### src/egr_macros.svh
/*
  Geometry and register map of the egress stage.
  PORT_EN reset value enables every port.
  TX_FRAMES sits at EGR_REG_TX_FRAMES plus 4 per port.
*/
`ifndef EGR_MACROS_SVH
`define EGR_MACROS_SVH

// Switch geometry
`define EGR_NUM_PORTS      4
`define EGR_DATA_W         32
`define EGR_FIFO_DEPTH     16
`define EGR_AXIL_ADDR_W    8
`define EGR_CNT_W          32

// Register offsets
`define EGR_REG_PORT_EN    8'h00
`define EGR_REG_DROP_CNT   8'h04
`define EGR_REG_TX_FRAMES  8'h10
`define EGR_PORT_EN_RST    {`EGR_NUM_PORTS{1'b1}}

// AXI4-Lite response codes
`define EGR_RESP_OKAY      2'b00
`define EGR_RESP_SLVERR    2'b10

`endif

### src/egr_pkg.sv
/*
  Shared types of the egress stage.
  Widths come from the macro header.
*/
`default_nettype none

`include "egr_macros.svh"

package egr_pkg;

  // ==========================================================
  // Plain widths
  // ==========================================================
  typedef logic [`EGR_DATA_W-1:0]              egr_data_t;
  typedef logic [$clog2(`EGR_NUM_PORTS)-1:0]   egr_port_t;
  typedef logic [`EGR_NUM_PORTS-1:0]           egr_port_mask_t;
  typedef logic [`EGR_CNT_W-1:0]               egr_cnt_t;
  typedef logic [`EGR_AXIL_ADDR_W-1:0]         egr_axil_addr_t;
  typedef logic [1:0]                          egr_axil_resp_t;

  // ==========================================================
  // Data path buses
  // ==========================================================
  // Ingress word, port only meaningful on sop
  typedef struct packed {
    egr_data_t data;
    egr_port_t port;
    logic      sop;
    logic      eop;
  } egr_word_t;

  // Per-port transmit side
  typedef struct packed {
    logic      valid;
    egr_data_t data;
    logic      sop;
    logic      eop;
  } egr_tx_t;

  // ==========================================================
  // Register bus
  // ==========================================================
  // Manager to subordinate
  typedef struct packed {
    egr_axil_addr_t            awaddr;
    logic                      awvalid;
    egr_data_t                 wdata;
    logic [`EGR_DATA_W/8-1:0]  wstrb;
    logic                      wvalid;
    logic                      bready;
    egr_axil_addr_t            araddr;
    logic                      arvalid;
    logic                      rready;
  } egr_axil_req_t;

  // Subordinate to manager
  typedef struct packed {
    logic           awready;
    logic           wready;
    egr_axil_resp_t bresp;
    logic           bvalid;
    logic           arready;
    egr_data_t      rdata;
    egr_axil_resp_t rresp;
    logic           rvalid;
  } egr_axil_rsp_t;

endpackage

`default_nettype wire

### src/egr_port_router.sv
/*
  Steers whole frames to the port queues.
  Target and enable are taken from the sop word only.
  Words outside a frame without sop are discarded silently.
  in_ready is combinational from in_word and the queue full flags.
*/
`timescale 1ns/1ps
`default_nettype none

module egr_port_router (
  input  logic                    egress_clock,
  input  logic                    rst,
  input  egr_pkg::egr_word_t      in_word,
  input  logic                    in_valid,
  output logic                    in_ready,
  input  egr_pkg::egr_port_mask_t port_en,
  output egr_pkg::egr_port_mask_t q_wr,
  output egr_pkg::egr_word_t      q_word,
  input  egr_pkg::egr_port_mask_t q_full,
  output logic                    drop_pulse
);

  typedef enum logic {IDLE, IN_FRAME} rt_state_t;

  rt_state_t          state;
  egr_pkg::egr_port_t frame_port;
  logic               frame_drop;
  egr_pkg::egr_port_t cur_port;
  logic               cur_drop;
  logic               idle;
  logic               fire;

  // ==========================================================
  // Target of the current word
  // ==========================================================
  always_comb begin
    idle = (state == IDLE);
    if (idle) begin
      // Start of frame, decide from the word itself
      cur_port = in_word.port;
      cur_drop = !in_word.sop || !port_en[in_word.port];
    end else begin
      cur_port = frame_port;
      cur_drop = frame_drop;
    end
  end

  // Dropped frames never stall
  assign in_ready = cur_drop || !q_full[cur_port];
  assign fire     = in_valid && in_ready;

  // One strobe per port, shared word bus
  assign q_word = in_word;
  assign q_wr   = (fire && !cur_drop) ? (egr_pkg::egr_port_mask_t'(1) << cur_port) : '0;

  // Counted once per frame
  assign drop_pulse = fire && idle && in_word.sop && cur_drop;

  // ==========================================================
  // Frame tracking FSM
  // ==========================================================
  always_ff @(posedge egress_clock) begin
    if (rst) begin
      state      <= IDLE;
      frame_port <= '0;
      frame_drop <= 1'b0;
    end else if (fire) begin
      case (state)
        IDLE: begin
          // Single word frames stay in IDLE
          if (in_word.sop && !in_word.eop) begin
            state      <= IN_FRAME;
            frame_port <= cur_port;
            frame_drop <= cur_drop;
          end
        end
        IN_FRAME: begin
          if (in_word.eop) begin
            state <= IDLE;
          end
        end
        default: state <= IDLE;
      endcase
    end
  end

  // Upstream must open every frame with sop
  a_sop_opens_frame: assert property (@(posedge egress_clock) disable iff (rst)
    (state == IDLE && in_valid) |-> in_word.sop)
    else $error("egr_port_router: word without sop outside a frame");

endmodule

`default_nettype wire

### src/egr_port_fifo.sv
/*
  Show-ahead queue for one port.
  Head word drives the tx bus directly, no output register.
  Writes while full are ignored and flagged by an assertion.
*/
`timescale 1ns/1ps
`default_nettype none

`include "egr_macros.svh"

module egr_port_fifo #(
  parameter int DEPTH = `EGR_FIFO_DEPTH
) (
  input  logic               egress_clock,
  input  logic               rst,
  input  logic               wr,
  input  egr_pkg::egr_word_t wr_word,
  output logic               full,
  output egr_pkg::egr_tx_t   tx,
  input  logic               tx_ready
);

  localparam int PTR_W = (DEPTH > 1) ? $clog2(DEPTH) : 1;
  localparam int CNT_W = $clog2(DEPTH + 1);

  egr_pkg::egr_word_t mem [DEPTH];
  egr_pkg::egr_word_t head;
  logic [PTR_W-1:0]   wr_ptr;
  logic [PTR_W-1:0]   rd_ptr;
  logic [CNT_W-1:0]   count;
  logic               wr_en;
  logic               rd;

  // Wrap for any depth
  function automatic logic [PTR_W-1:0] ptr_inc(input logic [PTR_W-1:0] ptr);
    if (ptr == PTR_W'(DEPTH - 1)) begin
      return '0;
    end
    return ptr + 1'b1;
  endfunction

  // ==========================================================
  // Show-ahead output
  // ==========================================================
  assign head     = mem[rd_ptr];
  assign tx.valid = (count != '0);
  assign tx.data  = head.data;
  assign tx.sop   = head.sop;
  assign tx.eop   = head.eop;

  assign full  = (count == CNT_W'(DEPTH));
  assign wr_en = wr && !full;
  assign rd    = tx.valid && tx_ready;

  // Storage
  always_ff @(posedge egress_clock) begin
    if (wr_en) begin
      mem[wr_ptr] <= wr_word;
    end
  end

  // Pointers and fill level
  always_ff @(posedge egress_clock) begin
    if (rst) begin
      wr_ptr <= '0;
      rd_ptr <= '0;
      count  <= '0;
    end else begin
      if (wr_en) begin
        wr_ptr <= ptr_inc(wr_ptr);
      end
      if (rd) begin
        rd_ptr <= ptr_inc(rd_ptr);
      end
      case ({wr_en, rd})
        2'b10:   count <= count + 1'b1;
        2'b01:   count <= count - 1'b1;
        default: count <= count;
      endcase
    end
  end

  // Router must respect full
  a_no_write_full: assert property (@(posedge egress_clock) disable iff (rst)
    wr |-> !full)
    else $error("egr_port_fifo: write while full");

  // Held word under back-pressure
  a_tx_stable: assert property (@(posedge egress_clock) disable iff (rst)
    (tx.valid && !tx_ready) |=> $stable(tx))
    else $error("egr_port_fifo: tx changed while stalled");

endmodule

`default_nettype wire

### src/egr_csr_axil.sv
/*
  AXI4-Lite register block, one write and one read at a time.
  Unmapped addresses answer SLVERR, reads of them return zero.
  Counter writes answer OKAY and change nothing.
  Counters are 32 bit and wrap.
*/
`timescale 1ns/1ps
`default_nettype none

`include "egr_macros.svh"

module egr_csr_axil (
  input  logic                    egress_clock,
  input  logic                    rst,
  input  egr_pkg::egr_axil_req_t  axil_req,
  output egr_pkg::egr_axil_rsp_t  axil_rsp,
  output egr_pkg::egr_port_mask_t port_en,
  input  logic                    drop_pulse,
  input  egr_pkg::egr_port_mask_t tx_frame_pulse
);

  typedef enum logic [1:0] {W_IDLE, W_ACK, W_RESP} wr_state_t;
  typedef enum logic [1:0] {R_IDLE, R_ACK, R_DATA} rd_state_t;

  wr_state_t               wr_state;
  rd_state_t               rd_state;
  egr_pkg::egr_cnt_t       drop_cnt;
  egr_pkg::egr_cnt_t       tx_frames [`EGR_NUM_PORTS];
  egr_pkg::egr_axil_resp_t bresp;
  egr_pkg::egr_axil_resp_t rresp;
  egr_pkg::egr_data_t      rdata;
  egr_pkg::egr_data_t      rd_value;
  logic                    rd_ok;

  // ==========================================================
  // Address decode
  // ==========================================================
  // TX_FRAMES window, word aligned
  function automatic logic is_frames_addr(input egr_pkg::egr_axil_addr_t addr);
    return (addr >= `EGR_REG_TX_FRAMES) &&
           (addr < `EGR_REG_TX_FRAMES + 4 * `EGR_NUM_PORTS) &&
           (addr[1:0] == 2'b00);
  endfunction

  function automatic egr_pkg::egr_port_t frames_idx(input egr_pkg::egr_axil_addr_t addr);
    return egr_pkg::egr_port_t'((addr - `EGR_REG_TX_FRAMES) >> 2);
  endfunction

  function automatic logic is_mapped(input egr_pkg::egr_axil_addr_t addr);
    return (addr == `EGR_REG_PORT_EN) || (addr == `EGR_REG_DROP_CNT) ||
           is_frames_addr(addr);
  endfunction

  // Read mux
  always_comb begin
    rd_value = '0;
    rd_ok    = 1'b1;
    if (axil_req.araddr == `EGR_REG_PORT_EN) begin
      rd_value = egr_pkg::egr_data_t'(port_en);
    end else if (axil_req.araddr == `EGR_REG_DROP_CNT) begin
      rd_value = drop_cnt;
    end else if (is_frames_addr(axil_req.araddr)) begin
      rd_value = tx_frames[frames_idx(axil_req.araddr)];
    end else begin
      rd_ok = 1'b0;
    end
  end

  // ==========================================================
  // Write channel
  // ==========================================================
  always_ff @(posedge egress_clock) begin
    if (rst) begin
      wr_state <= W_IDLE;
      port_en  <= `EGR_PORT_EN_RST;
    end else begin
      case (wr_state)
        // Wait for address and data together
        W_IDLE: begin
          if (axil_req.awvalid && axil_req.wvalid) begin
            wr_state <= W_ACK;
          end
        end
        // awready and wready high this cycle
        W_ACK: begin
          wr_state <= W_RESP;
          if (axil_req.awaddr == `EGR_REG_PORT_EN && axil_req.wstrb[0]) begin
            port_en <= axil_req.wdata[`EGR_NUM_PORTS-1:0];
          end
        end
        W_RESP: begin
          if (axil_req.bready) begin
            wr_state <= W_IDLE;
          end
        end
        default: wr_state <= W_IDLE;
      endcase
    end
  end

  always_ff @(posedge egress_clock) begin
    if (wr_state == W_ACK) begin
      bresp <= is_mapped(axil_req.awaddr) ? `EGR_RESP_OKAY : `EGR_RESP_SLVERR;
    end
  end

  // ==========================================================
  // Read channel
  // ==========================================================
  always_ff @(posedge egress_clock) begin
    if (rst) begin
      rd_state <= R_IDLE;
    end else begin
      case (rd_state)
        R_IDLE: begin
          if (axil_req.arvalid) begin
            rd_state <= R_ACK;
          end
        end
        R_ACK:   rd_state <= R_DATA;
        R_DATA: begin
          if (axil_req.rready) begin
            rd_state <= R_IDLE;
          end
        end
        default: rd_state <= R_IDLE;
      endcase
    end
  end

  // Data captured on the arready cycle
  always_ff @(posedge egress_clock) begin
    if (rd_state == R_ACK) begin
      rdata <= rd_value;
      rresp <= rd_ok ? `EGR_RESP_OKAY : `EGR_RESP_SLVERR;
    end
  end

  // Statistics
  always_ff @(posedge egress_clock) begin
    if (rst) begin
      drop_cnt <= '0;
      for (int p = 0; p < `EGR_NUM_PORTS; p++) begin
        tx_frames[p] <= '0;
      end
    end else begin
      if (drop_pulse) begin
        drop_cnt <= drop_cnt + 1'b1;
      end
      for (int p = 0; p < `EGR_NUM_PORTS; p++) begin
        if (tx_frame_pulse[p]) begin
          tx_frames[p] <= tx_frames[p] + 1'b1;
        end
      end
    end
  end

  // Response bus
  assign axil_rsp.awready = (wr_state == W_ACK);
  assign axil_rsp.wready  = (wr_state == W_ACK);
  assign axil_rsp.bvalid  = (wr_state == W_RESP);
  assign axil_rsp.bresp   = bresp;
  assign axil_rsp.arready = (rd_state == R_ACK);
  assign axil_rsp.rvalid  = (rd_state == R_DATA);
  assign axil_rsp.rdata   = rdata;
  assign axil_rsp.rresp   = rresp;

  // Response held until the manager takes it
  a_bvalid_hold: assert property (@(posedge egress_clock) disable iff (rst)
    (axil_rsp.bvalid && !axil_req.bready) |=> axil_rsp.bvalid)
    else $error("egr_csr_axil: bvalid dropped before bready");

endmodule

`default_nettype wire

### src/egr_top.sv
/*
  Egress stage top, router feeding one queue per port.
  Frame counts taken at the tx side on eop words.
  Drop count taken at the router on sop words.
*/
`timescale 1ns/1ps
`default_nettype none

`include "egr_macros.svh"

module egr_top (
  input  logic                    egress_clock,
  input  logic                    rst,
  input  egr_pkg::egr_word_t      in_word,
  input  logic                    in_valid,
  output logic                    in_ready,
  output egr_pkg::egr_tx_t        tx [`EGR_NUM_PORTS],
  input  egr_pkg::egr_port_mask_t tx_ready,
  input  egr_pkg::egr_axil_req_t  axil_req,
  output egr_pkg::egr_axil_rsp_t  axil_rsp
);

  egr_pkg::egr_port_mask_t q_wr;
  egr_pkg::egr_word_t      q_word;
  egr_pkg::egr_port_mask_t q_full;
  egr_pkg::egr_port_mask_t port_en;
  egr_pkg::egr_port_mask_t tx_frame_pulse;
  logic                    drop_pulse;

  // ==========================================================
  // Frame router
  // ==========================================================
  egr_port_router u_router (
     .egress_clock (egress_clock)
    ,.rst          (rst)
    ,.in_word      (in_word)
    ,.in_valid     (in_valid)
    ,.in_ready     (in_ready)
    ,.port_en      (port_en)
    ,.q_wr         (q_wr)
    ,.q_word       (q_word)
    ,.q_full       (q_full)
    ,.drop_pulse   (drop_pulse)
  );

  // ==========================================================
  // Port queues
  // ==========================================================
  for (genvar p = 0; p < `EGR_NUM_PORTS; p++) begin : gen_port
    egr_port_fifo #(
      .DEPTH (`EGR_FIFO_DEPTH)
    ) u_fifo (
       .egress_clock (egress_clock)
      ,.rst          (rst)
      ,.wr           (q_wr[p])
      ,.wr_word      (q_word)
      ,.full         (q_full[p])
      ,.tx           (tx[p])
      ,.tx_ready     (tx_ready[p])
    );

    // Last word of a frame leaving the port
    assign tx_frame_pulse[p] = tx[p].valid && tx_ready[p] && tx[p].eop;
  end

  // Registers and statistics
  egr_csr_axil u_csr (
     .egress_clock   (egress_clock)
    ,.rst            (rst)
    ,.axil_req       (axil_req)
    ,.axil_rsp       (axil_rsp)
    ,.port_en        (port_en)
    ,.drop_pulse     (drop_pulse)
    ,.tx_frame_pulse (tx_frame_pulse)
  );

endmodule

`default_nettype wire

### config.mk
export PLATFORM = sky130hd
export DESIGN_NAME = egr_top
export DESIGN_NICKNAME = d
export VERILOG_FILES = /design/src/egr_pkg.sv /design/src/egr_port_router.sv /design/src/egr_port_fifo.sv /design/src/egr_csr_axil.sv /design/src/egr_top.sv
export VERILOG_INCLUDE_DIRS = /design/src /design/src/src
export SDC_FILE = /design/constraint.sdc
export NUM_CORES = 2
export LEC_CHECK = 0
export BUFFER_PORTS_ARGS = -buffer_cell sky130_fd_sc_hd__clkbuf_2
export CORE_MARGIN = 5
export CORE_UTILIZATION = 40
export DETAILED_ROUTE_END_ITERATION = 8
export HOLD_SLACK_MARGIN = 0.06
export SYNTH_ARGS = -nofsm -noshare
export SYNTH_HDL_FRONTEND = slang
export SYNTH_SLANG_ARGS = --single-unit
### constraint.sdc
create_clock -name egress_clock -period 5.01 [get_ports egress_clock]
set_clock_uncertainty 0.1 [all_clocks]
set_input_delay 0.2505 -clock egress_clock [delete_from_list [all_inputs] [get_ports egress_clock]]
set_output_delay 0.2505 -clock egress_clock [all_outputs]
set_load 0.01 [all_outputs]
* After elaboration in Yosys (flattened, before gate mapping)
Memory sizes are Yosys's and may differ from the RTL's. A register that Yosys moved wholly into a read port is not among the register bits.
Index checks and enable logic that the tools add are counted.
** Cells by class
- Reduce and logical (&&, ||, !) cells :: 55
- $add $sub $neg :: 22
- Order comparisons :: 6
- Shift-type cells :: 1
- Div/mod/pow operators :: 0
- Equality and inequality tests :: 30
- Multiply operators :: 0
- Bitwise logic cells :: 5
- Muxes and demuxes :: 102
** Operators with widths (count)
- $mux W32 :: 6
- $add A32 B1 Y32 const B :: 5
- $mux W4 :: 26
- $mux W1 :: 54
- $pmux W5 S2 :: 4
- $add A4 B1 Y4 const B :: 8
- $eq A4 B4 Y1 const B :: 8
- $logic_and A1 B1 Y1 :: 24
- $add A5 B1 Y5 const B :: 4
- $eq A5 B5 Y1 const B :: 4
- $reduce_bool A5 Y1 :: 4
- $sub A5 B1 Y5 const B :: 4
- $eq A8 B3 Y1 const B :: 2
- $ge A8 B5 Y1 const B :: 2
- $logic_not A8 Y1 :: 2
- $lt A8 B6 Y1 const B :: 2
- $mux W2 :: 7
- $eq A2 B1 Y1 const B :: 6
- $eq A2 B2 Y1 const B :: 6
- $pmux W2 S3 :: 2
- $logic_not A1 Y1 :: 9
- $logic_not A2 Y1 :: 4
- $reduce_bool A2 Y1 :: 4
- $lt A2 B3 Y1 const B :: 2
- 11 further kinds :: 22
** Word-level totals
- ROM bits :: 0
- RAM bits :: 2432
- Logic and storage cells :: 249
- Memories :: 5
- Bits in latches :: 0
- Output and inout port bits :: 182
- Input bits :: 100
- Flip-flop bits (word level) :: 132
** Memory list
- gen_port[0].u_fifo.mem :: words 16, width 36, read ports 1, clocked after Yosys merged registers in 1, write ports 1, line egr_port_fifo.sv:26 : egr_pkg::egr_word_t mem [DEPTH];
- gen_port[1].u_fifo.mem :: words 16, width 36, read ports 1, clocked after Yosys merged registers in 1, write ports 1, line egr_port_fifo.sv:26
- gen_port[2].u_fifo.mem :: words 16, width 36, read ports 1, clocked after Yosys merged registers in 1, write ports 1, line egr_port_fifo.sv:26
- gen_port[3].u_fifo.mem :: words 16, width 36, read ports 1, clocked after Yosys merged registers in 1, write ports 1, line egr_port_fifo.sv:26
- u_csr.tx_frames :: words 4, width 32, read ports 5, clocked after Yosys merged registers in 0, write ports 4, line egr_csr_axil.sv:28 : egr_pkg::egr_cnt_t tx_frames [`EGR_NUM_PORTS];

* Logic depth before layout (Yosys ltp)
- Depth in word-level cells :: 13
- Depth in mapped cells :: 15
- Mapped depth without buffers :: 12

* Modules after synthesis
From an unflattened synthesis, not the netlist that was laid out.
** Second synthesis, totals
- Cell total of the unflattened synthesis :: 4917
- Area total of the unflattened synthesis :: 96959.2 um2
** Modules (own cells, without submodules)
- egr_port_fifo at gen_port[2].u_fifo :: instances 1, area each 21360.5 um2, cells each 959, sequential area each 16676.0 um2
- egr_port_fifo at gen_port[3].u_fifo :: instances 1, area each 21349.2 um2, cells each 961, sequential area each 16676.0 um2
- egr_port_fifo at gen_port[0].u_fifo :: instances 1, area each 21346.7 um2, cells each 961, sequential area each 16676.0 um2
- egr_port_fifo at gen_port[1].u_fifo :: instances 1, area each 21329.2 um2, cells each 960, sequential area each 16676.0 um2
- egr_csr_axil :: instances 1, area each 10939.2 um2, cells each 1001, sequential area each 5665.4 um2
- egr_port_router :: instances 1, area each 609.3 um2, cells each 71, sequential area each 80.1 um2
- egr_top :: instances 1, area each 25.0 um2, cells each 4, sequential area each 0.0 um2

* Worst setup path before layout
No wires, ideal clock.
- Path type :: register -> register
- Start :: register u_router.state
- End :: memory gen_port[2].u_fifo.mem[3][0] in the netlist's numbering (enable)
- Setup time :: 510 ps
- Path buffers :: 2
- Data arrival time :: 4668 ps
- Period minus slack after synthesis :: 5279 ps
- Stages on the path, launching flop included :: 7
- Required time :: 4400 ps
- Path slack :: -269 ps
- Cell sequence :: dfxtp_1 -> buf_2 -> or3b_2 -> a22oi_1 -> nand3_1 -> buf_2 -> nor4_1
** Between the ends
- Cells in the longest elaborated chain, start to end :: 11
- Elaborated cells between the ends (all ways) :: 14
- Classes of those cells :: 1 x shift; 7 x mux; 6 x reduce/logical
** RTL lines
- start, declared :: line egr_port_router.sv:25 : rt_state_t state;
- start signal, assigned :: line egr_port_router.sv:64 : state <= IDLE;
- start signal, assigned :: line egr_port_router.sv:72 : state <= IN_FRAME;
- start signal, assigned :: line egr_port_router.sv:79 : state <= IDLE;
- $mux W2 :: line egr_port_router.sv:38 : if (idle) begin
- $bmux W1 S2 :: line egr_port_router.sv:49 : assign in_ready = cur_drop || !q_full[cur_port];
- $mux W1 (not written as such) :: line egr_port_router.sv:49
- $logic_not A1 Y1 :: line egr_port_router.sv:49
- $logic_or A1 B1 Y1 :: line egr_port_router.sv:49
- $logic_and A1 B1 Y1 :: line egr_port_router.sv:50 : assign fire = in_valid && in_ready;
- $logic_and A1 B1 Y1 :: line egr_port_router.sv:54 : assign q_wr = (fire && !cur_drop) ? (egr_pkg::egr_port_mask_t'(1) << cur_port) : '0;
- $mux W4 * :: line egr_port_router.sv:54
- $logic_and A1 B1 Y1 * :: line egr_port_fifo.sv:52 : assign wr_en = wr && !full;
- $mux W1 * :: line egr_port_fifo.sv:57 : if (wr_en) begin
- $mux W1 (not written as such) * :: line egr_port_fifo.sv:58 : mem[wr_ptr] <= wr_word;
- end, declared :: line egr_port_fifo.sv:26
Every way passes the cells marked *; elsewhere a longest branch is shown, timed or not. The select of a mux whose other input is x is not followed.

==> flow_summary.yaml <==
worst_setup_path:
  critPathMostFrequentCell: "sky130_fd_sc_hd__mux4_2"
  endpoint: "tx[73]"
  worst-path-max-fanout: 49
  slowest_stage: "sky130_fd_sc_hd__dfxtp_4"
  critPathArrivalTime_ns: 3.69
  critPathRequiredTime_ns: 4.66
  end_kind: "output pin"
  regToRegSetupSlack_ns: 1.00
  r2r_end: "gen_port[2].u_fifo.count[4]"
  worstSetupPathType: "reg -> out"
  critical_path.reg2reg.startpoint: "u_csr.port_en[2]"
  slowest_delay_ns: 0.97
  timing.critical_path.cells: "buf_12 -> mux4_2 -> mux4_2 -> clkbuf_2"
  r2r_cells: 11
  crit_path_start_kind: "register"
drt:
  via_count: 46910
  post-route-drc-count: 0
  routed_via_density: 5.568
  post_drt_wl_per_cell_microns: 27.34
  detail_route.first_pass.iterations: 5
  antenna_violating_nets_post_route: 0
  drt-total-wl_microns: 230300
  drt-initial-drc-count: 4489
final_layout:
  syn2layout_area_growth_pct: 15.63
  final_common_cell: "sky130_fd_sc_hd__edfxtp_1"
  filler_cell_count: 19910
  postLayoutCoreUtil: 0.4639
  instances_no_fill: 8425
  drive_above_1_share: 0.3043
  design_area_sq_mm: 0.1114
  most_frequent_cells_in_the_layout: "sky130_fd_sc_hd__edfxtp_1 (2338), sky130_fd_sc_hd__mux4_2 (713), sky130_fd_sc_hd__clkbuf_16 (279)"
  net_count_final: 5191
grt:
  grtUsageTotal: 0.1825
  grt_pass1_vias: 48290
  initial_antenna_violation_count: 12
  grt.met3_usage: 0.03497
  grt_first_pass_wirelength_microns: 334300
  grt_start_max_net_pins: 90
  top_usage_layer: "met2"
  globalRouteMet1Util: 0.2478
  gr-usage-met2: 0.3023
  grt-ovfl-total: 0
clock_tree:
  cts_num_sinks: 2450
  path_clk_slew_ns: 0.06
  clock_insertion_delay_worst_skew_ns: 0.89
  htree_num_levels: 5
  cts_max_path_buffers: 4
  tritoncts: "done"
  cts_buffers: 274
  clockRootBuffer: "sky130_fd_sc_hd__clkbuf_16"
synth:
  ys_dominant_reg_cell: "sky130_fd_sc_hd__edfxtp_1"
  synth_cells: 4517
  number_of_different_library_cells_in_the_post_synthesis_netlist: 62
  yosysSeqAreaShare: 0.7522
  post_synth_instance_area_sq_mm: 0.09631
  number_of_flops_mapped_to_enable_cells_by_yosys: 2338
  synth_xor_area_frac: 0.01446
  synthesis.yosys.warnings: 0
  synth.avg_cell_area_sq_um: 21.32
  adder_and_majority_cell_fraction_of_the_synthesized_area: 0.005066
  synthMuxAreaShare: 0.1693
  synth_compound_gate_area_share: 0.01122
  async_reset_ff_frac: 0
  synth_top_family_by_area: "multiplexers"
  ys_ff_latch: 2450
  yosys.area_share.simple: 0.03589
floorplan:
  fp.dieW_microns: 500.7
  ioPinCount: 282
  die_h_microns: 500.7
  core.rowCount: 180
  design.core.area_sq_mm: 0.2401
  effective_utilization_at_floorplan: 0.4012
  fp.dieArea_sq_mm: 0.2507
pwr:
  swShare: 0.2357
  power.sequential.fraction: 0.487
  total_switching_power_mw: 11.27
  power.clock.fraction: 0.385
  total_power_mw: 47.83
  comb_power_share: 0.127
  power.static_leakage_nw: 34.41
  internal_pwr_total_mw: 36.56
  vdd_ir_drop_max_v: 0.0003876
  power-per-cell-area_mw_per_mm2: 429.4
timing:
  final.setup.worst_slack_ns: 0.9697
  slew_viol_final: 0
  fin_hold_ws_ns: 0.1232
  setup_viol: 0
  timing.final.crit_share: 0.8065
  maxClockFrequency_mhz: 247.5
  report.final.hold_viol_count: 0
  totalNegativeSetupSlack_ns: 0
  rsz0062_at_grt: "no"
  max_slew.worst_pin.slew_ns: 1.093
  finalWorstPathRequiredPeriod_ns: 4.040
  slew_hr: 0.2712
place:
  dpl.cell_count: 7886
  final_replace_weighted_congestion: 0.7887
  dpl_worst_slack_ns: 0.7735
  port_buffers: 248
  placement.cell_area_sq_mm: 0.1025
  dp.final_hpwl_microns: 128500
min_path:
  worstHoldPathType: "in -> reg"
run_status:
  run_status: "completed"
run:
  drv_cap: 0
==> cell families after synthesis <==
logic type	count (synthesis)
AOI/OAI and AO/OA	163
xor gates and xnor gates	159
and+or+nand+nor	689
adders and majority gates	39
other	1
muxes	738
buffers and inverters	278
DFF	2450
==> cell usage after synthesis, types with 6 or more instances <==
cell	n	area share
sky130_fd_sc_hd__nor2_1	234	0.0091
sky130_fd_sc_hd__o211ai_1	6	0.00047
sky130_fd_sc_hd__and4_1	20	0.0018
sky130_fd_sc_hd__nor3b_1	12	0.00094
sky130_fd_sc_hd__buf_1	48	0.0019
sky130_fd_sc_hd__and2_1	18	0.0012
sky130_fd_sc_hd__nor4_1	20	0.0013
sky130_fd_sc_hd__inv_1	43	0.0017
sky130_fd_sc_hd__xnor2_1	55	0.0050
sky130_fd_sc_hd__nor2b_1	7	0.00045
sky130_fd_sc_hd__dfxtp_1	112	0.023
sky130_fd_sc_hd__a21o_1	7	0.00055
sky130_fd_sc_hd__o21ai_0	30	0.0016
sky130_fd_sc_hd__clkbuf_1	125	0.0049
sky130_fd_sc_hd__a22oi_1	9	0.00070
sky130_fd_sc_hd__and3_1	26	0.0017
sky130_fd_sc_hd__mux4_2	713	0.17
sky130_fd_sc_hd__nor3_1	44	0.0023
sky130_fd_sc_hd__a31oi_1	11	0.00071
sky130_fd_sc_hd__nand2_1	117	0.0046
sky130_fd_sc_hd__or3_1	24	0.0016
sky130_fd_sc_hd__nor4b_1	7	0.00064
sky130_fd_sc_hd__a22o_1	28	0.0025
sky130_fd_sc_hd__edfxtp_1	2338	0.73
sky130_fd_sc_hd__nand3_1	67	0.0035
sky130_fd_sc_hd__xor2_1	104	0.0095
sky130_fd_sc_hd__buf_2	58	0.0030
sky130_fd_sc_hd__ha_1	39	0.0051
sky130_fd_sc_hd__a21oi_1	44	0.0023
sky130_fd_sc_hd__mux2i_1	23	0.0024
sky130_fd_sc_hd__nand2b_1	13	0.00084
sky130_fd_sc_hd__nand4_1	56	0.0036
==> power groups by stage <==
stage	Combinational, mW	Sequential [mW]	Clock (mW)
floorplan	4.43	23.4	0
global placement	6.17	23.7	0
detailed placement	6.22	23.8	0
CTS	6.28	23.3	18.8
global route	6.59	23.4	19.7
finish	6.09	23.3	18.4
==> flip-flops by register name (all words and copies together), names as in the netlist, 4 cells and up, named ones only <==
| register | count |
|---|---|
| gen_port.u_fifo.rd_ptr | 16 |
| u_csr.drop_cnt | 32 |
| gen_port.u_fifo.wr_ptr | 16 |
| u_csr.tx_frames | 128 |
| gen_port.u_fifo.mem | 2176 |
| u_csr.rdata | 32 |
| gen_port.u_fifo.count | 20 |
| u_csr.port_en | 4 |
==> critical path: cells and delay by family, from the launching register on <==
| family | cells | cell delay, ns |
|---|---|---|
| mux | 2 | 1.13 |
| buf+inv | 2 | 0.62 |
| flops | 1 | 0.97 |
==> per-layer routing <==
layer	vias to the layer above	wire length, microns
met5	-	0
met1	25120	95700
met2	1513	113500
met3	357	14700
li1	19920	-
met4	0	6413
==> how the worst min path moves through the flow <==
| stage | to | start | depth (start not counted) |
|---|---|---|---|
| after global routing | u_csr.rresp[1] | axil_req[7] | 4 |
| after detailed placement | u_csr.wr_state[0] | u_csr.wr_state[1] | 1 |
| after CTS | u_csr.wr_state[1] | rst | 3 |
| final | u_csr.wr_state[1] | rst | 3 |
| after global placement | u_csr.wr_state[0] | u_csr.wr_state[0] | 1 |
| after floorplan | gen_port[0].u_fifo.mem[0][0] | in_word[0] | 0 |
==> cell type report <==
class / count / area, sq um / share of cell area
Sequential cell: 2450 / 72500 / 0.6510
Multi-Input combinational cell: 1790 / 23160 / 0.2080
Clock buffer: 334 / 7198 / 0.06463
Tap cell: 3185 / 3985 / 0.03578
Timing Repair Buffer: 493 / 3433 / 0.03083
Clock inverter: 125 / 914.6 / 0.008213
Inverter: 43 / 161.4 / 0.001449
Antenna cell: 5 / 12.51 / 0.0001123
==> timing repair <==
action / CTS / global route
setup buffers: 0 / 0
hold buffers: 75 / 0
gates resized for setup: 0 / 0
hold endpoints to repair: 1975 / 0
(Power assumes the default switching activity.)
